### config.mk
export PLATFORM = sky130hd
export DESIGN_NAME = spi_mbox_sys
export DESIGN_NICKNAME = d
export VERILOG_FILES = /design/src/spi_mbox_pkg.sv /design/src/spi_mbox_regs.sv /design/src/spi_master_engine.sv /design/src/spi_mbox_slave.sv /design/src/spi_mbox_sys.sv
export SDC_FILE = /design/constraint.sdc
export NUM_CORES = 1
export LEC_CHECK = 0
export BUFFER_PORTS_ARGS = -buffer_cell sky130_fd_sc_hd__buf_2
export CAP_MARGIN = 20
export CORE_ASPECT_RATIO = 0.7
export CORE_UTILIZATION = 45
export CTS_CLUSTER_SIZE = 10
export DETAILED_ROUTE_END_ITERATION = 8
export SLEW_MARGIN = 20
export SYNTH_ARGS = -nofsm -noshare
export SYNTH_HDL_FRONTEND = slang
export SYNTH_SLANG_ARGS = --single-unit
### constraint.sdc
create_clock -name rvx_signal_11 -period 3.7 [get_ports rvx_signal_11]
set_input_delay 0.74 -clock rvx_signal_11 [delete_from_list [all_inputs] [get_ports rvx_signal_11]]
set_output_delay 0.74 -clock rvx_signal_11 [all_outputs]
set_load 0.005 [all_outputs]
### src/spi_mbox_pkg.sv
// Shared widths, register map and mailbox reset image for the SPI mailbox loopback
package spi_mbox_pkg;

	// ************************************************************
	// Payload and mailbox geometry
	// ************************************************************

	// Every payload on the link is one byte
	localparam int data_w = 8;

	// Mailbox slot count and matching pointer width
	localparam int mbox_depth = 8;
	localparam int ptr_w = 3;

	// ************************************************************
	// SCK timing
	// ************************************************************

	// Half-period divider register width
	localparam int div_w = 8;

	// Floor on the divider
	// Four system clocks per SCK half period cover the slave synchronizer and reply
	localparam logic [div_w-1:0] div_min = 8'd3;

	// ************************************************************
	// Host register map
	// ************************************************************

	localparam int addr_w = 2;

	// Divider, read and write
	localparam logic [addr_w-1:0] reg_div = 2'd0;
	// Transmit byte, a write launches a transfer
	localparam logic [addr_w-1:0] reg_tx = 2'd1;
	// Last received byte, read only
	localparam logic [addr_w-1:0] reg_rx = 2'd2;
	// Status, bit 0 is busy, read only
	localparam logic [addr_w-1:0] reg_status = 2'd3;

	// Mailbox contents after reset
	// Slot i holds (i+1) times 0x11, slot 0 sits in the low byte
	localparam logic [mbox_depth-1:0][data_w-1:0] mbox_init = {
		8'h88,
		8'h77,
		8'h66,
		8'h55,
		8'h44,
		8'h33,
		8'h22,
		8'h11
	};

endpackage

### src/spi_mbox_regs.sv
// Host register block holding divider, transmit and receive bytes for the SPI master
module spi_mbox_regs (
	input  logic                            rvx_signal_11,
	input  logic                            csn,
	input  logic                            reg_wr,
	input  logic                            reg_rd,
	input  logic [spi_mbox_pkg::addr_w-1:0] reg_addr,
	input  logic [spi_mbox_pkg::data_w-1:0] reg_wdata,
	input  logic                            busy,
	input  logic                            done,
	input  logic [spi_mbox_pkg::data_w-1:0] rx_byte,
	output logic [spi_mbox_pkg::data_w-1:0] reg_rdata,
	output logic                            reg_rvalid,
	output logic                            start,
	output logic [spi_mbox_pkg::data_w-1:0] tx_byte,
	output logic [spi_mbox_pkg::div_w-1:0]  half_div
);
	import spi_mbox_pkg::*;

	// Last byte captured from the master
	logic [data_w-1:0] rx_q;

	// Write decodes
	logic wr_div;
	logic wr_tx;

	assign wr_div = reg_wr && (reg_addr == reg_div);
	assign wr_tx = reg_wr && (reg_addr == reg_tx);

	// ************************************************************
	// Write side
	// ************************************************************

	// Divider comes out of reset at the floor
	// Writes below the floor are raised to it
	always_ff @(posedge rvx_signal_11 or posedge csn)
	begin
		if (csn)
			half_div <= div_min;
		else if (wr_div)
			half_div <= (reg_wdata < div_min) ? div_min : reg_wdata;
	end

	// Transmit byte is stored on every write, busy or not
	always_ff @(posedge rvx_signal_11)
	begin
		if (wr_tx)
			tx_byte <= reg_wdata;
	end

	// Launch strobe, one cycle after the write
	// A strobe still in flight counts as busy, so a back to back write launches nothing
	always_ff @(posedge rvx_signal_11 or posedge csn)
	begin
		if (csn)
			start <= 1'b0;
		else
			start <= wr_tx && !busy && !start;
	end

	// Received byte arrives with the done strobe
	always_ff @(posedge rvx_signal_11)
	begin
		if (done)
			rx_q <= rx_byte;
	end

	// ************************************************************
	// Read side
	// ************************************************************

	// Read data lands one cycle after the request
	always_ff @(posedge rvx_signal_11)
	begin
		if (reg_rd)
		begin
			case (reg_addr)
				reg_div:    reg_rdata <= half_div;
				reg_tx:     reg_rdata <= tx_byte;
				reg_rx:     reg_rdata <= rx_q;
				reg_status: reg_rdata <= {{(data_w-1){1'b0}}, busy};
				default:    reg_rdata <= '0;
			endcase
		end
	end

	// Valid strobe trails the request by one cycle
	always_ff @(posedge rvx_signal_11 or posedge csn)
	begin
		if (csn)
			reg_rvalid <= 1'b0;
		else
			reg_rvalid <= reg_rd;
	end

endmodule

### src/spi_master_engine.sv
// Mode-0 SPI master that frames one byte with select, SCK and MOSI and captures MISO
module spi_master_engine (
	input  logic                            rvx_signal_11,
	input  logic                            csn,
	input  logic                            start,
	input  logic [spi_mbox_pkg::data_w-1:0] tx_byte,
	input  logic [spi_mbox_pkg::div_w-1:0]  half_div,
	output logic                            busy,
	output logic                            done,
	output logic [spi_mbox_pkg::data_w-1:0] rx_byte,
	output logic                            spi_sck,
	output logic                            spi_ss,
	output logic                            spi_mosi,
	input  logic                            spi_miso
);
	import spi_mbox_pkg::*;

	// Transfer sequence
	typedef enum logic [2:0] {
		st_idle,
		st_setup,
		st_shift,
		st_hold,
		st_done
	} state_t;

	state_t state;

	// Divider latched at launch, and position inside a half period
	logic [div_w-1:0] div_q;
	logic [div_w-1:0] half_cnt;
	logic             tick;

	// Bits already shifted out
	logic [$clog2(data_w)-1:0] bit_cnt;

	// Outgoing and incoming shifters
	logic [data_w-1:0] tx_sh;
	logic [data_w-1:0] rx_sh;

	// Last cycle of the current half period
	assign tick = (half_cnt == div_q);

	// Status straight from the state register
	// busy drops in the same cycle as done
	assign busy = (state != st_idle) && (state != st_done);
	assign done = (state == st_done);

	// ************************************************************
	// Sequencer and pin drivers
	// ************************************************************

	always_ff @(posedge rvx_signal_11 or posedge csn)
	begin
		if (csn)
		begin
			state <= st_idle;
			half_cnt <= '0;
			bit_cnt <= '0;
			spi_sck <= 1'b0;
			spi_ss <= 1'b1;
			spi_mosi <= 1'b0;
		end
		else
		begin
			// Half-period counter runs in every active state
			if (tick || (state == st_idle) || (state == st_done))
				half_cnt <= '0;
			else
				half_cnt <= half_cnt + 1'b1;

			case (state)
				st_idle:
				begin
					// Select drops and the MSB is presented ahead of the first rise
					if (start)
					begin
						state <= st_setup;
						bit_cnt <= '0;
						spi_ss <= 1'b0;
						spi_mosi <= tx_byte[data_w-1];
					end
				end
				st_setup:
				begin
					if (tick)
						state <= st_shift;
				end
				st_shift:
				begin
					if (tick)
					begin
						spi_sck <= !spi_sck;
						// Falling edge, next bit out or leave after the last
						if (spi_sck)
						begin
							if (&bit_cnt)
								state <= st_hold;
							else
							begin
								bit_cnt <= bit_cnt + 1'b1;
								spi_mosi <= tx_sh[data_w-2];
							end
						end
					end
				end
				st_hold:
				begin
					// Deselect at the end of the hold half period
					if (tick)
					begin
						state <= st_done;
						spi_ss <= 1'b1;
						spi_mosi <= 1'b0;
					end
				end
				default:
					state <= st_idle;
			endcase
		end
	end

	// ************************************************************
	// Data path
	// ************************************************************

	always_ff @(posedge rvx_signal_11)
	begin
		if ((state == st_idle) && start)
		begin
			tx_sh <= tx_byte;
			div_q <= half_div;
		end
		else if ((state == st_shift) && tick)
		begin
			// MISO sampled as SCK rises, transmit shifter advances as it falls
			if (!spi_sck)
				rx_sh <= {rx_sh[data_w-2:0], spi_miso};
			else
				tx_sh <= {tx_sh[data_w-2:0], 1'b0};
		end

		// Result handed over as the transfer closes
		if ((state == st_hold) && tick)
			rx_byte <= rx_sh;
	end

endmodule

### src/spi_mbox_slave.sv
// SPI mailbox slave with an eight-byte store, replying from the slot at its pointer
module spi_mbox_slave (
	input  logic rvx_signal_11,
	input  logic csn,
	input  logic spi_sck,
	input  logic spi_ss,
	input  logic spi_mosi,
	output logic spi_miso
);
	import spi_mbox_pkg::*;

	// Two-flop synchronizers plus one delayed copy for edge detection
	logic sck_meta;
	logic sck_s;
	logic sck_d;
	logic ss_meta;
	logic ss_s;
	logic ss_d;
	logic mosi_meta;
	logic mosi_s;

	logic sck_rise;
	logic sck_fall;
	logic ss_fall;

	// Mailbox store and slot pointer
	logic [data_w-1:0] mem [mbox_depth];
	logic [ptr_w-1:0]  ptr;

	// Byte exchange state
	logic [$clog2(data_w)-1:0] bit_cnt;
	logic [data_w-1:0]         tx_sh;
	logic [data_w-1:0]         rx_sh;
	logic                      wr_pend;
	logic                      active;

	// ************************************************************
	// Pin synchronization
	// ************************************************************

	always_ff @(posedge rvx_signal_11 or posedge csn)
	begin
		if (csn)
		begin
			sck_meta <= 1'b0;
			sck_s <= 1'b0;
			sck_d <= 1'b0;
			ss_meta <= 1'b1;
			ss_s <= 1'b1;
			ss_d <= 1'b1;
			mosi_meta <= 1'b0;
			mosi_s <= 1'b0;
		end
		else
		begin
			sck_meta <= spi_sck;
			sck_s <= sck_meta;
			sck_d <= sck_s;
			ss_meta <= spi_ss;
			ss_s <= ss_meta;
			ss_d <= ss_s;
			mosi_meta <= spi_mosi;
			mosi_s <= mosi_meta;
		end
	end

	// Edges only count while selected
	assign sck_rise = sck_s && !sck_d && !ss_s;
	assign sck_fall = !sck_s && sck_d && !ss_s;
	assign ss_fall = !ss_s && ss_d;

	// ************************************************************
	// Byte exchange
	// ************************************************************

	// Bit count, commit request and output enable
	always_ff @(posedge rvx_signal_11 or posedge csn)
	begin
		if (csn)
		begin
			bit_cnt <= '0;
			wr_pend <= 1'b0;
			active <= 1'b0;
		end
		else
		begin
			wr_pend <= 1'b0;
			if (ss_s)
				active <= 1'b0;
			else if (ss_fall)
				active <= 1'b1;

			if (ss_fall)
				bit_cnt <= '0;
			else if (sck_rise)
			begin
				bit_cnt <= bit_cnt + 1'b1;
				// Eighth bit in, commit on the next edge
				if (&bit_cnt)
					wr_pend <= 1'b1;
			end
		end
	end

	// Reply loaded from the current slot, MOSI in on rise, MISO out on fall
	always_ff @(posedge rvx_signal_11)
	begin
		if (ss_fall)
			tx_sh <= mem[ptr];
		else
		begin
			if (sck_rise)
				rx_sh <= {rx_sh[data_w-2:0], mosi_s};
			if (sck_fall)
				tx_sh <= {tx_sh[data_w-2:0], 1'b0};
		end
	end

	// Store the received byte over the one just sent and step the pointer
	always_ff @(posedge rvx_signal_11 or posedge csn)
	begin
		if (csn)
		begin
			for (int i = 0; i < mbox_depth; i++)
				mem[i] <= mbox_init[i];
			ptr <= '0;
		end
		else if (wr_pend)
		begin
			mem[ptr] <= rx_sh;
			ptr <= ptr + 1'b1;  // wraps modulo 8
		end
	end

	// Low whenever deselected
	assign spi_miso = (active && !spi_ss) ? tx_sh[data_w-1] : 1'b0;

endmodule

### src/spi_mbox_sys.sv
// SPI loopback top joining the host registers, the SPI master and the mailbox slave
module spi_mbox_sys (
	input  logic                            rvx_signal_11,
	input  logic                            csn,
	input  logic                            reg_wr,
	input  logic                            reg_rd,
	input  logic [spi_mbox_pkg::addr_w-1:0] reg_addr,
	input  logic [spi_mbox_pkg::data_w-1:0] reg_wdata,
	output logic [spi_mbox_pkg::data_w-1:0] reg_rdata,
	output logic                            reg_rvalid,
	output logic                            xfer_done,
	output logic                            spi_sck,
	output logic                            spi_ss,
	output logic                            spi_mosi,
	output logic                            spi_miso
);
	import spi_mbox_pkg::*;

	// Register block to master
	logic              start;
	logic [data_w-1:0] tx_byte;
	logic [div_w-1:0]  half_div;

	// Master back to register block
	logic              busy;
	logic              done;
	logic [data_w-1:0] rx_byte;

	// End of transfer marker for the host side
	assign xfer_done = done;

	// ************************************************************
	// Host registers
	// ************************************************************

	spi_mbox_regs regs_i (
		.rvx_signal_11 (rvx_signal_11),
		.csn           (csn),
		.reg_wr        (reg_wr),
		.reg_rd        (reg_rd),
		.reg_addr      (reg_addr),
		.reg_wdata     (reg_wdata),
		.busy          (busy),
		.done          (done),
		.rx_byte       (rx_byte),
		.reg_rdata     (reg_rdata),
		.reg_rvalid    (reg_rvalid),
		.start         (start),
		.tx_byte       (tx_byte),
		.half_div      (half_div)
	);

	// Master drives the pins seen at the top
	spi_master_engine master_i (
		.rvx_signal_11 (rvx_signal_11),
		.csn           (csn),
		.start         (start),
		.tx_byte       (tx_byte),
		.half_div      (half_div),
		.busy          (busy),
		.done          (done),
		.rx_byte       (rx_byte),
		.spi_sck       (spi_sck),
		.spi_ss        (spi_ss),
		.spi_mosi      (spi_mosi),
		.spi_miso      (spi_miso)
	);

	// Mailbox slave on the same clock, looped back onto the master pins
	spi_mbox_slave slave_i (
		.rvx_signal_11 (rvx_signal_11),
		.csn           (csn),
		.spi_sck       (spi_sck),
		.spi_ss        (spi_ss),
		.spi_mosi      (spi_mosi),
		.spi_miso      (spi_miso)
	);

endmodule

* After elaboration in Yosys (flattened, before gate mapping)
Index checks and enable logic that the tools add are counted.
** Storage, ports and cells
- Register bits after elaboration :: 178
- Bits in latches :: 0
- Bits in writable memories :: 0
- Bits in read-only memories :: 0
- Bits of input ports :: 14
- Output and inout port bits :: 14
- Logic and storage cells :: 153
- Memories :: 0
** Operators by class
- Add/sub/neg operators :: 4
- Multiply operators :: 0
- Div/mod/pow operators :: 0
- Order comparisons :: 3
- Equal/unequal tests :: 16
- Shift-type cells :: 0
- Muxes and demuxes :: 43
- Bitwise operators :: 4
- Reductions and logical operators :: 45
** Operators by type and width (number)
- $bwmux 64 :: 1
- $mux 8 :: 7
- $mux 3 :: 12
- $pmux 8 s4 :: 1
- $bmux 8 s3 :: 1
- $demux 8 s3 :: 1
- $mux 7 :: 3
- $logic_and 1x1->1 :: 15
- $reduce_bool 2->1 :: 7
- $mux 1 :: 13
- $pmux 3 s4 :: 1
- $reduce_and 3->1 :: 4
- $reduce_and 6->1 :: 2
- $ne 2x1->1 const B :: 5
- $add 3x1->3 const B :: 3
- $add 8x1->8 const B :: 1
- $eq 8x8->1 :: 1
- $lt 8x2->1 const B :: 1
- $logic_not 1->1 :: 7
- $eq 3x2->1 const B :: 2
- $pmux 3 s2 :: 1
- $reduce_and 2->1 :: 3
- $reduce_bool 3->1 :: 2
- $reduce_and 5->1 :: 1
- 15 further kinds :: 20

* Logic depth before layout (Yosys ltp)
Gate-level depths: netlist (run 1).
- Depth in word-level cells :: 6
- Mapped depth :: 7
- Depth with buffers taken out :: 7

* Modules after synthesis
Synthesis (run 1) repeated with hierarchy kept, for this count alone.
** Unflattened totals
- Cells, all modules :: 476
- Area total of the unflattened synthesis :: 7512.2 sq um
** By module, submodules not included
- spi_mbox_slave :: instances 1, cells each 261, area each 4232.8 sq um, sequential area each 2518.7 sq um
- spi_master_engine :: instances 1, cells each 136, area each 1983.2 sq um, sequential area each 1357.6 sq um
- spi_mbox_regs :: instances 1, cells each 79, area each 1296.2 sq um, sequential area each 973.4 sq um

* Least setup slack after synthesis (run 1)
No wires, ideal clock.
- Path type :: register -> register
- Start point :: reg master_i.half_cnt[2]
- End point :: reg master_i.rx_sh[0] (enable)
- Library setup time :: 0.383 ns
- Arrival time :: 1.615 ns
- Slack :: 1.702 ns
- Cell stages (with the launch flop) :: 6
- Path buffers :: 0
- Clock period less this slack :: 1.998 ns
- Cell sequence :: dfrtp_1 > xnor2_1 > nand4_1 > nor2_4 > nand2_1 > nor3_1
** Between the ends
- Cells in the longest elaborated chain, start to end :: 3
** Ends and longest elaborated chain
- start, declared :: RTL line spi_master_engine.sv:31 : logic [div_w-1:0] half_cnt;
- start signal, assigned :: RTL line spi_master_engine.sv:70 : half_cnt <= half_cnt + 1'b1;
- $eq 8x8->1 :: RTL line spi_master_engine.sv:42 : assign tick = (half_cnt == div_q);
- $logic_and 1x1->1 :: RTL line spi_master_engine.sv:134 : else if ((state == st_shift) && tick)
- $reduce_and 3->1 (no line)
- end signal, assigned :: RTL line spi_master_engine.sv:138 : rx_sh <= {rx_sh[data_w-2:0], spi_miso};
- end, declared :: RTL line spi_master_engine.sv:39 : logic [data_w-1:0] rx_sh;
No other way between the ends.
A chain may end at the register's enable or synchronous reset.

* Worst setup path in the final report (run 1)
- Start point :: reg master_i.state[0]
- End point :: out xfer_done
** Between the ends
- Cells in the longest elaborated chain, start to end :: 1
** Ends and longest elaborated chain
- start, declared :: RTL line spi_master_engine.sv:27 : state_t state;
- start signal, assigned :: RTL line spi_master_engine.sv:57 : state <= st_idle;
- start signal, assigned :: RTL line spi_master_engine.sv:78 : state <= st_setup;
- start signal, assigned :: RTL line spi_master_engine.sv:87 : state <= st_shift;
- $eq 3x3->1 :: RTL line spi_master_engine.sv:47 : assign done = (state == st_done);
- end, declared :: RTL line spi_mbox_sys.sv:11 : output logic xfer_done,
No other way between the ends.

==> flow_metrics.tcl, run 1 <==
set metrics [dict create \
    final_common_cell "mux2_2" \
    pwr-share-clk 0.412 \
    drc_errors 0 \
    grt_pass1_vias 3961 \
    fmax_mhz 412 \
    intPower_w 0.00327 \
    synth.avg_cell_area_um2 16.3 \
    hold_ws_ns 0.352 \
    synth-simple-area-share 0.0753 \
    seqPwrFrac 0.526 \
    min_path_type "reg -> reg" \
    synth_edf_count 71 \
    power.total_w 0.00428 \
    fin_crit_sh 0.656 \
    root_buffer "clkbuf_16" \
    netlist_instances 457 \
    postCtsHoldBufs 0 \
    switching_share 0.237 \
    drt-total-wl_um 13900 \
    finalNetCount 515 \
    grt-ovfl-total 0 \
    cp-end-kind "output pin" \
    hold_path.startpoint "slave_i.sck_meta" \
    status "complete, no violations" \
    layout.cells.non_filler 728 \
    io_pins 28 \
    gp_congestion 0.789 \
    via_count 3876 \
    ant_nets 0 \
    rsz0062_at_grt "no" \
    finalSetupViolCount 0 \
    synth_ff_type "dfrtp_1" \
    synth_compound_area_frac 0.0267 \
    worst_pin_slew_ns 1.06 \
    tritoncts "yes" \
    pre_cts_slack_ns 1.33 \
    layout_min_cycle_time_ns 2.43 \
    die_y_um 110 \
    post_cts_buffers 0 \
    drive_gt1_frac 0.378 \
    crit_type "reg -> out" \
    grt_pass1_wl_um 22600 \
    port_buffers 27 \
    cp-start-kind "flop" \
    die-area_um2 17100 \
    synth_top_family_by_area "multiplexers" \
    tns_ns 0 \
    final_cell_mix "mux2_2 (78), dfrtp_1 (75), edfxtp_1 (71), dfstp_2 (32), buf_2 (27)" \
    cts_made_buffers 17 \
    path_clk_slew_ns 0.07 \
    synth_adder_area_share 0.0101 \
    synth_xor_area_frac 0.0199 \
    cp_data_required_time_ns 2.96 \
    cp.arrival_ns 1.69 \
    area_growth_pct 12.4 \
    ys_ff_latch 178 \
    vias_per_cell 5.32 \
    crit_path_max_fanout 11 \
    cts_sinks 178 \
    combPwrFrac 0.062 \
    synth_area_um2 7460 \
    hpwlAfterDp_um 9440 \
    setup_ws_ns 1.27 \
    async_flop_share 0.601 \
    placed_cells 696 \
    syn-num-nets 477 \
    h-tree-depth 4 \
    ir_drop_v 0.000287 \
    crit_path_start "master_i.state[0]" \
    initial_utilization 0.471 \
    p_leak_nw 3.53 \
    clk_latency_ns 0.42 \
    drt_iter0_markers 192 \
    row_count 38 \
    antenna_found_initial 0 \
    power.density_nw_per_um2 510 \
    die_x_um 156 \
    synth.mux.area_fraction 0.198 \
    ys.warnings.count 0 \
    seq_area_frac_synth 0.650 \
    firstDrtPassIters 4 \
    grt_max_degree 53 \
    cts.repair.resized 0 \
    core-area_um2 15800 \
    fin_skew_ns 0.0143 \
    maxCapViolations 0 \
    max-slew-margin-rel 0.296 \
    power.switching_w 0.00101 \
    final_hold_viol_count 0 \
    reg2reg_from "master_i.half_cnt[2]" \
    drv_slew 0 \
    diodes 0 \
    fillers 1304 \
    cts_buffer_depth 2 \
    wl_per_cell_um 19.1 \
    grt.total_usage 0.181 \
    synth_cell_type_count 49 \
]
==> power groups by stage <==
stage | sequential, W | clock [W] | combinational [W]
after CTS | 0.00225 | 0.00181 | 0.000270
after floorplan | 0.00224 | 0 | 0.000221
after detailed placement | 0.00229 | 0 | 0.000269
after global routing | 0.00226 | 0.00188 | 0.000304
final | 0.00225 | 0.00176 | 0.000266
after global placement | 0.00228 | 0 | 0.000263
==> worst paths after layout <==
kind	to	slack, ns	cells past startpoint
worst max-delay path	xfer_done	1.27	4
worst min-delay path	slave_i.sck_s	0.35	0
worst max register to register	master_i.rx_byte[1]	1.36	5
worst min register to register	slave_i.sck_s	0.35	0
max in group asynchronous	regs_i.half_div[0]	2.39	3
min in group asynchronous	slave_i.mem[48]	0.41	2
==> area by class of cell <==
class	count	area (um^2)	area share
clock buffers	17	425	0.0507
clock inverters	15	159	0.0189
inverters	5	21.3	0.00253
multi-input cells	258	2470	0.294
flip-flops and latches	178	4850	0.578
well taps	220	275	0.0328
repair buffers	35	195	0.0233
==> critical path, cell delays in order (launching register included) <==
cell and delay [ns]:
dfrtp_1 0.51, or2_4 0.32, nor2_1 0.10, buf_4 0.20
buf_2 0.14
==> through the flow <==
stage | utilization | area (um^2)
final | 0.530 | 8390
after global routing | 0.530 | 8390
after CTS | 0.530 | 8390
after detailed placement | 0.493 | 7810
after global placement | 0.493 | 7810
after floorplan | - | 7460
==> synth_stat cells (2+ instances only) <==
cell type	count	area share
and2_1	3	0.0025
mux2_2	78	0.12
o21ai_1	7	0.0047
xnor2_1	12	0.014
clkbuf_1	3	0.0015
nor3_4	2	0.0044
nor3b_4	2	0.0050
buf_2	3	0.0020
xor2_1	5	0.0059
nor2b_1	3	0.0025
a32o_1	2	0.0027
nand4_1	6	0.0050
nor3b_2	2	0.0034
nand3_1	4	0.0027
inv_1	5	0.0025
mux2i_1	16	0.021
mux4_1	16	0.056
buf_4	5	0.0050
a21oi_1	4	0.0027
dfrtp_1	75	0.25
nand2b_1	5	0.0042
nand4b_2	3	0.0060
nor2_1	23	0.012
edfxtp_1	71	0.29
a22o_1	2	0.0023
ha_1	6	0.010
buf_6	4	0.0060
nand2_1	23	0.012
nor3_1	5	0.0034
and3_1	2	0.0017
o21ai_0	11	0.0074
dfstp_2	32	0.11
==> sequential cells by signal (all words and copies together) (netlist names), 3 cells and up <==
| name | count |
|---|---|
| slave_i.mem | 64 |
| master_i.bit_cnt | 3 |
| regs_i.rx_q | 8 |
| slave_i.tx_sh | 8 |
| slave_i.rx_sh | 8 |
| master_i.state | 3 |
| master_i.tx_sh | 7 |
| slave_i.ptr | 3 |
| master_i.rx_sh | 8 |
| slave_i.bit_cnt | 3 |
| master_i.rx_byte | 8 |
| master_i.div_q | 8 |
| master_i.half_cnt | 8 |
| regs_i.reg_rdata | 8 |
| regs_i.tx_byte | 8 |
| regs_i.half_div | 8 |
==> per-layer routing <==
layer | global-route usage | up-vias | part of all wire
met4 | 0.0560 | 0 | 0.0070
li1 | - | 1800 | -
met2 | 0.246 | 57 | 0.41
met3 | 0.0572 | 5 | 0.047
met1 | 0.274 | 2014 | 0.53
met5 | 0 | - | 0
==> cell families after synthesis <==
kind of cell / count (synthesis)
AO/OA/AOI/OAI: 32
XOR/XNOR: 17
adder cells (fa/ha/maj): 6
buffers and inverters: 21
flip-flops: 178
multiplexers: 111
AND/OR/NAND/NOR: 92
Note: power is estimated with default switching activity, not from simulation.
==> inputs of run 2 (changes only) <==
==> constraint.sdc (replaced) <==
create_clock -name rvx_signal_11 -period 2 [get_ports rvx_signal_11]
set_input_delay 0.4 -clock rvx_signal_11 [delete_from_list [all_inputs] [get_ports rvx_signal_11]]
set_output_delay 0.4 -clock rvx_signal_11 [all_outputs]
set_load 0.005 [all_outputs]
==> run 2 against run 1 <==
Sequential power grew 84%. Setup slack got worse by 1.2 ns. Highest routed layer unchanged. Die area unchanged. Critical path type unchanged. Worst hold slack worse by 0.18 ns.
==> flow_metrics.tcl, run 2 (synthesized netlist as in run 1, its figures left out) <==
set metrics [dict create \
    status "complete, no violations" \
    gp_congestion 0.857 \
    min_path_type "in -> reg" \
    pwr-share-clk 0.407 \
    setup_ws_ns 0.0661 \
    crit_family "simple AND/OR/NAND/NOR gates" \
    finalSetupViolCount 0 \
    maxCapViolations 0 \
    max-slew-margin-rel 0.573 \
    ant_nets 0 \
    grt.total_usage 0.189 \
    drc_errors 0 \
    rsz0062_at_grt "no" \
    crit_chain "or2_4, nor2_1, buf_4, buf_2" \
    slowest_delay_ns 0.38 \
    cp-start-kind "flop" \
    drive_gt1_frac 0.400 \
    fmax_mhz 517 \
    io_pins 28 \
    cp.arrival_ns 1.53 \
    final_hold_viol_count 0 \
    wl_per_cell_um 19.7 \
    port_buffers 27 \
    finalNetCount 537 \
    drt_iter0_markers 244 \
    power.switching_w 0.00181 \
    clk_latency_ns 0.42 \
    crit_type "reg -> out" \
    area_growth_pct 15.4 \
    worst_pin_slew_ns 0.641 \
    antenna_found_initial 0 \
    drt-total-wl_um 14800 \
    firstDrtPassIters 4 \
    layout_min_cycle_time_ns 1.93 \
    fillers 1239 \
    via_count 3986 \
    h-tree-depth 4 \
    cts_buffer_depth 2 \
    die_x_um 156 \
    combPwrFrac 0.074 \
    final_common_cell "mux2_2" \
    diodes 0 \
    pre_cts_slack_ns 0.183 \
    row_count 38 \
    cp_data_required_time_ns 1.60 \
    fin_crit_sh 0.967 \
    path_clk_slew_ns 0.06 \
    tritoncts "yes" \
    grt_max_degree 49 \
    largest_reg_flops 64 \
    crit_slowest_cell "dfrtp_1" \
    power.density_nw_per_um2 925 \
    seqPwrFrac 0.519 \
    die_y_um 110 \
    cts_sinks 178 \
    drv_slew 0 \
    vias_per_cell 5.31 \
    root_buffer "clkbuf_16" \
    cts.repair.resized 0 \
    die-area_um2 17100 \
    hpwlAfterDp_um 10300 \
    grt-ovfl-total 0 \
    switching_share 0.228 \
    initial_utilization 0.471 \
    intPower_w 0.00615 \
    grt_pass1_wl_um 23100 \
    final_cell_mix "mux2_2 (78), dfrtp_1 (75), edfxtp_1 (71), dfstp_2 (32), buf_2 (27)" \
    crit_path_max_fanout 9 \
    cts_made_buffers 17 \
    fin_skew_ns 0.00644 \
    tns_ns 0 \
    grt_pass1_vias 4037 \
    p_leak_nw 3.68 \
    core-area_um2 15800 \
    crit_buf_inv 2 \
    top_register "slave_i.mem" \
    cp-end-kind "output pin" \
    ir_drop_v 0.000617 \
]
==> run 2: power groups by stage <==
stage	combinational (W)	sequential (W)	clock, W
after detailed placement	0.000593	0.00420	0
after global placement	0.000570	0.00419	0
after CTS	0.000596	0.00413	0.00331
after floorplan	0.000410	0.00415	0
after global routing	0.000663	0.00415	0.00346
final	0.000592	0.00413	0.00324
==> run 2: cell type report <==
cell class	instances	area, um^2	share of cell area
flip-flops and latches	178	4850	0.563
multi-input cells	258	2470	0.286
clock buffers	24	512	0.0594
repair buffers	57	413	0.0479
well taps	220	275	0.0320
clock inverters	8	73.8	0.00857
inverters	5	22.5	0.00262
==> run 2: timing repair <==
| action | 4_1_cts | 5_1_grt |
|---|---|---|
| hold buffers | 1 | 0 |
| endpoints found under the hold margin | 10 | 0 |
| buffers inserted | 0 | 0 |
==> run 2: final timing paths <==
kind,start,end,slack (ns),depth (start not counted)
setup reg to reg,master_i.half_cnt[5],master_i.rx_sh[1],0.15,6
hold / removal,reg_wdata[0],regs_i.tx_byte[0],0.18,1
hold reg to reg,slave_i.sck_meta,slave_i.sck_s,0.35,0
max in group asynchronous,csn,slave_i.mem[41],0.84,4
min in group asynchronous,csn,master_i.state[0],0.52,3
setup / recovery,master_i.state[1],xfer_done,0.07,4
==> run 2: metrics by stage <==
stage / hold slack, ns / util / total power (W) / std cells / area [um^2]
global placement: 0.336 / 0.506 / 0.00476 / 717 / 8020
floorplan: 0.331 / - / 0.00456 / 457 / 7470
global route: 0.163 / 0.544 / 0.00827 / 750 / 8610
detailed placement: 0.340 / 0.506 / 0.00479 / 717 / 8020
finish: 0.175 / 0.544 / 0.00797 / 750 / 8610
CTS: 0.160 / 0.544 / 0.00804 / 750 / 8610
==> run 2: layer usage <==
layer	share of wire	GRT usage	vias to the layer above	wire length (um)
met5	0	0	-	0
met4	0.011	0.0609	0	165
met3	0.041	0.0418	13	612
met2	0.41	0.253	85	6020
met1	0.54	0.298	2048	7960
li1	-	-	1840	-
==> inputs of run 3 (changes only) <==
==> constraint.sdc (replaced) <==
create_clock -name rvx_signal_11 -period 2 [get_ports rvx_signal_11]
set_input_delay 0.3 -clock rvx_signal_11 [delete_from_list [all_inputs] [get_ports rvx_signal_11]]
set_output_delay 0.3 -clock rvx_signal_11 [all_outputs]
set_load 0.005 [all_outputs]
==> run 3 against run 2 <==
Setup slack gained 0.094 ns. Register-to-register slack is essentially flat. Utilization is essentially flat.
==> flow_metrics.tcl, run 3 (synthesized netlist as in run 1, its figures left out) <==
set metrics [dict create \
    final_cell_mix "mux2_2 (78), dfrtp_1 (75), edfxtp_1 (71), dfstp_2 (32), buf_4 (29)" \
    p_leak_nw 3.69 \
    max-slew-margin-rel 0.609 \
    pwr-share-clk 0.402 \
    combPwrFrac 0.073 \
    gp_congestion 0.871 \
    grt_pass1_wl_um 23600 \
    top_register "slave_i.mem" \
    grt_use_met3 0.0520 \
    drc_errors 0 \
    fmax_mhz 543 \
    clk_latency_ns 0.43 \
    grt_pass1_vias 4063 \
    ir_drop_v 0.000474 \
    area_growth_pct 15.4 \
    largest_reg_flops 64 \
    crit_top_cell "ha_1" \
    power.total_w 0.00787 \
    crit_type "reg -> reg" \
    cts_made_buffers 17 \
    tns_ns 0 \
    finalSetupViolCount 0 \
    crit_path_max_fanout 3 \
    met2_usage 0.240 \
    row_count 38 \
    port_buffers 27 \
    fin_skew_ns 0.00878 \
    maxCapViolations 0 \
    cts_buffer_depth 2 \
    drt-total-wl_um 14700 \
    h-tree-depth 4 \
    crit_slowest_cell "dfrtp_1" \
    finalNetCount 541 \
    final_hold_viol_count 0 \
    hpwlAfterDp_um 10400 \
    met1_usage 0.308 \
    drive_gt1_frac 0.404 \
    status "complete, no violations" \
    tritoncts "yes" \
    die_x_um 156 \
    firstDrtPassIters 4 \
    grt_max_degree 41 \
    switching_share 0.234 \
    cp_data_required_time_ns 2.32 \
    drv_slew 0 \
    diodes 0 \
    cts.repair.resized 0 \
    busiest_layer "met1" \
    cp-end-kind "flop" \
    wl_per_cell_um 19.5 \
    grt-ovfl-total 0 \
    placed_cells 718 \
    die_y_um 110 \
    min_path_type "in -> reg" \
    power.density_nw_per_um2 914 \
    power.switching_w 0.00185 \
    die-area_um2 17100 \
    initial_utilization 0.471 \
    worst_pin_slew_ns 0.586 \
    final_core_util 0.544 \
    intPower_w 0.00603 \
    crit_family "compound AO/OA/AOI/OAI gates" \
    rsz0062_at_grt "no" \
    ant_nets 0 \
    placed_cell_area_um2 8020 \
    crit_buf_inv 0 \
    layout.cells.non_filler 754 \
    cp-start-kind "flop" \
    drt_iter0_markers 253 \
    grt.total_usage 0.191 \
    cp.arrival_ns 2.16 \
    path_clk_slew_ns 0.06 \
    seqPwrFrac 0.525 \
    final_common_cell "mux2_2" \
    fin_crit_sh 0.920 \
    slowest_delay_ns 0.40 \
    vias_per_cell 5.31 \
    cts_sinks 178 \
    antenna_found_initial 0 \
    core-area_um2 15800 \
    fin_area_um2 8620 \
    layout_min_cycle_time_ns 1.84 \
    root_buffer "clkbuf_16" \
    via_count 4002 \
    crit_chain "ha_1, ha_1, and2b_1, a21oi_1, nor3_1, o31ai_2, a22o_1" \
    io_pins 28 \
]
==> run 3: cell types whose count changed in the layout (fill, tap and decap cells not counted), sizes merged <==
| cell | previous run | this run |
|---|---|---|
| buf | 56 | 60 |
| clkbuf | 24 | 20 |
| inv | 5 | 9 |
==> run 3: through the flow <==
| stage | setup slack, ns | hold slack, ns |
|---|---|---|
| final | 0.160 | 0.0731 |
| after global routing | 0.0391 | 0.0532 |
| after CTS | 0.138 | 0.0504 |
| after detailed placement | 0.168 | 0.335 |
| after global placement | 0.203 | 0.336 |
| after floorplan | 0.00167 | 0.331 |
==> run 3: path summary, 6_finish.rpt <==
path / cells past startpoint / from / to / slack [ns]
max: 7 / master_i.bit_cnt[0] / master_i.bit_cnt[0] / 0.16
min: 1 / reg_wdata[1] / regs_i.tx_byte[1] / 0.07
max reg2reg: 7 / master_i.bit_cnt[0] / master_i.bit_cnt[0] / 0.16
min reg2reg: 0 / slave_i.sck_meta / slave_i.sck_s / 0.35
max in group asynchronous: 4 / csn / slave_i.mem[22] / 0.92
min in group asynchronous: 3 / csn / slave_i.ptr[1] / 0.46
==> run 3: power by group through the flow <==
| stage | clock network, W | logic (W) | registers (W) |
|---|---|---|---|
| finish | 0.00316 | 0.000576 | 0.00413 |
| global route | 0.00340 | 0.000654 | 0.00415 |
| CTS | 0.00324 | 0.000580 | 0.00413 |
| detailed placement | 0 | 0.000573 | 0.00420 |
| global placement | 0 | 0.000563 | 0.00419 |
| floorplan | 0 | 0.000410 | 0.00415 |
==> run 3: timing repair <==
item | in CTS | in global routing
endpoints found under the setup margin | 0 | 12
setup buffers | 0 | 3
hold buffers | 1 | 0
hold endpoints to repair | 13 | 0
==> run 3: routing by layer <==
| layer | routed length (um) | up-vias |
|---|---|---|
| met5 | 0 | - |
| met1 | 8040 | 2084 |
| met2 | 5910 | 67 |
| met4 | 130 | 0 |
| met3 | 656 | 12 |
| li1 | - | 1839 |
==> run 3: final cells by class <==
class                           count  area [um^2]
Fill cell                        1275         7220
Clock buffer                       20          458
Tap cell                          220          275
Clock inverter                     12          101
Timing Repair Buffer               61          443
Multi-Input combinational cell    258         2470
Sequential cell                   178         4850
Inverter                            5         22.5
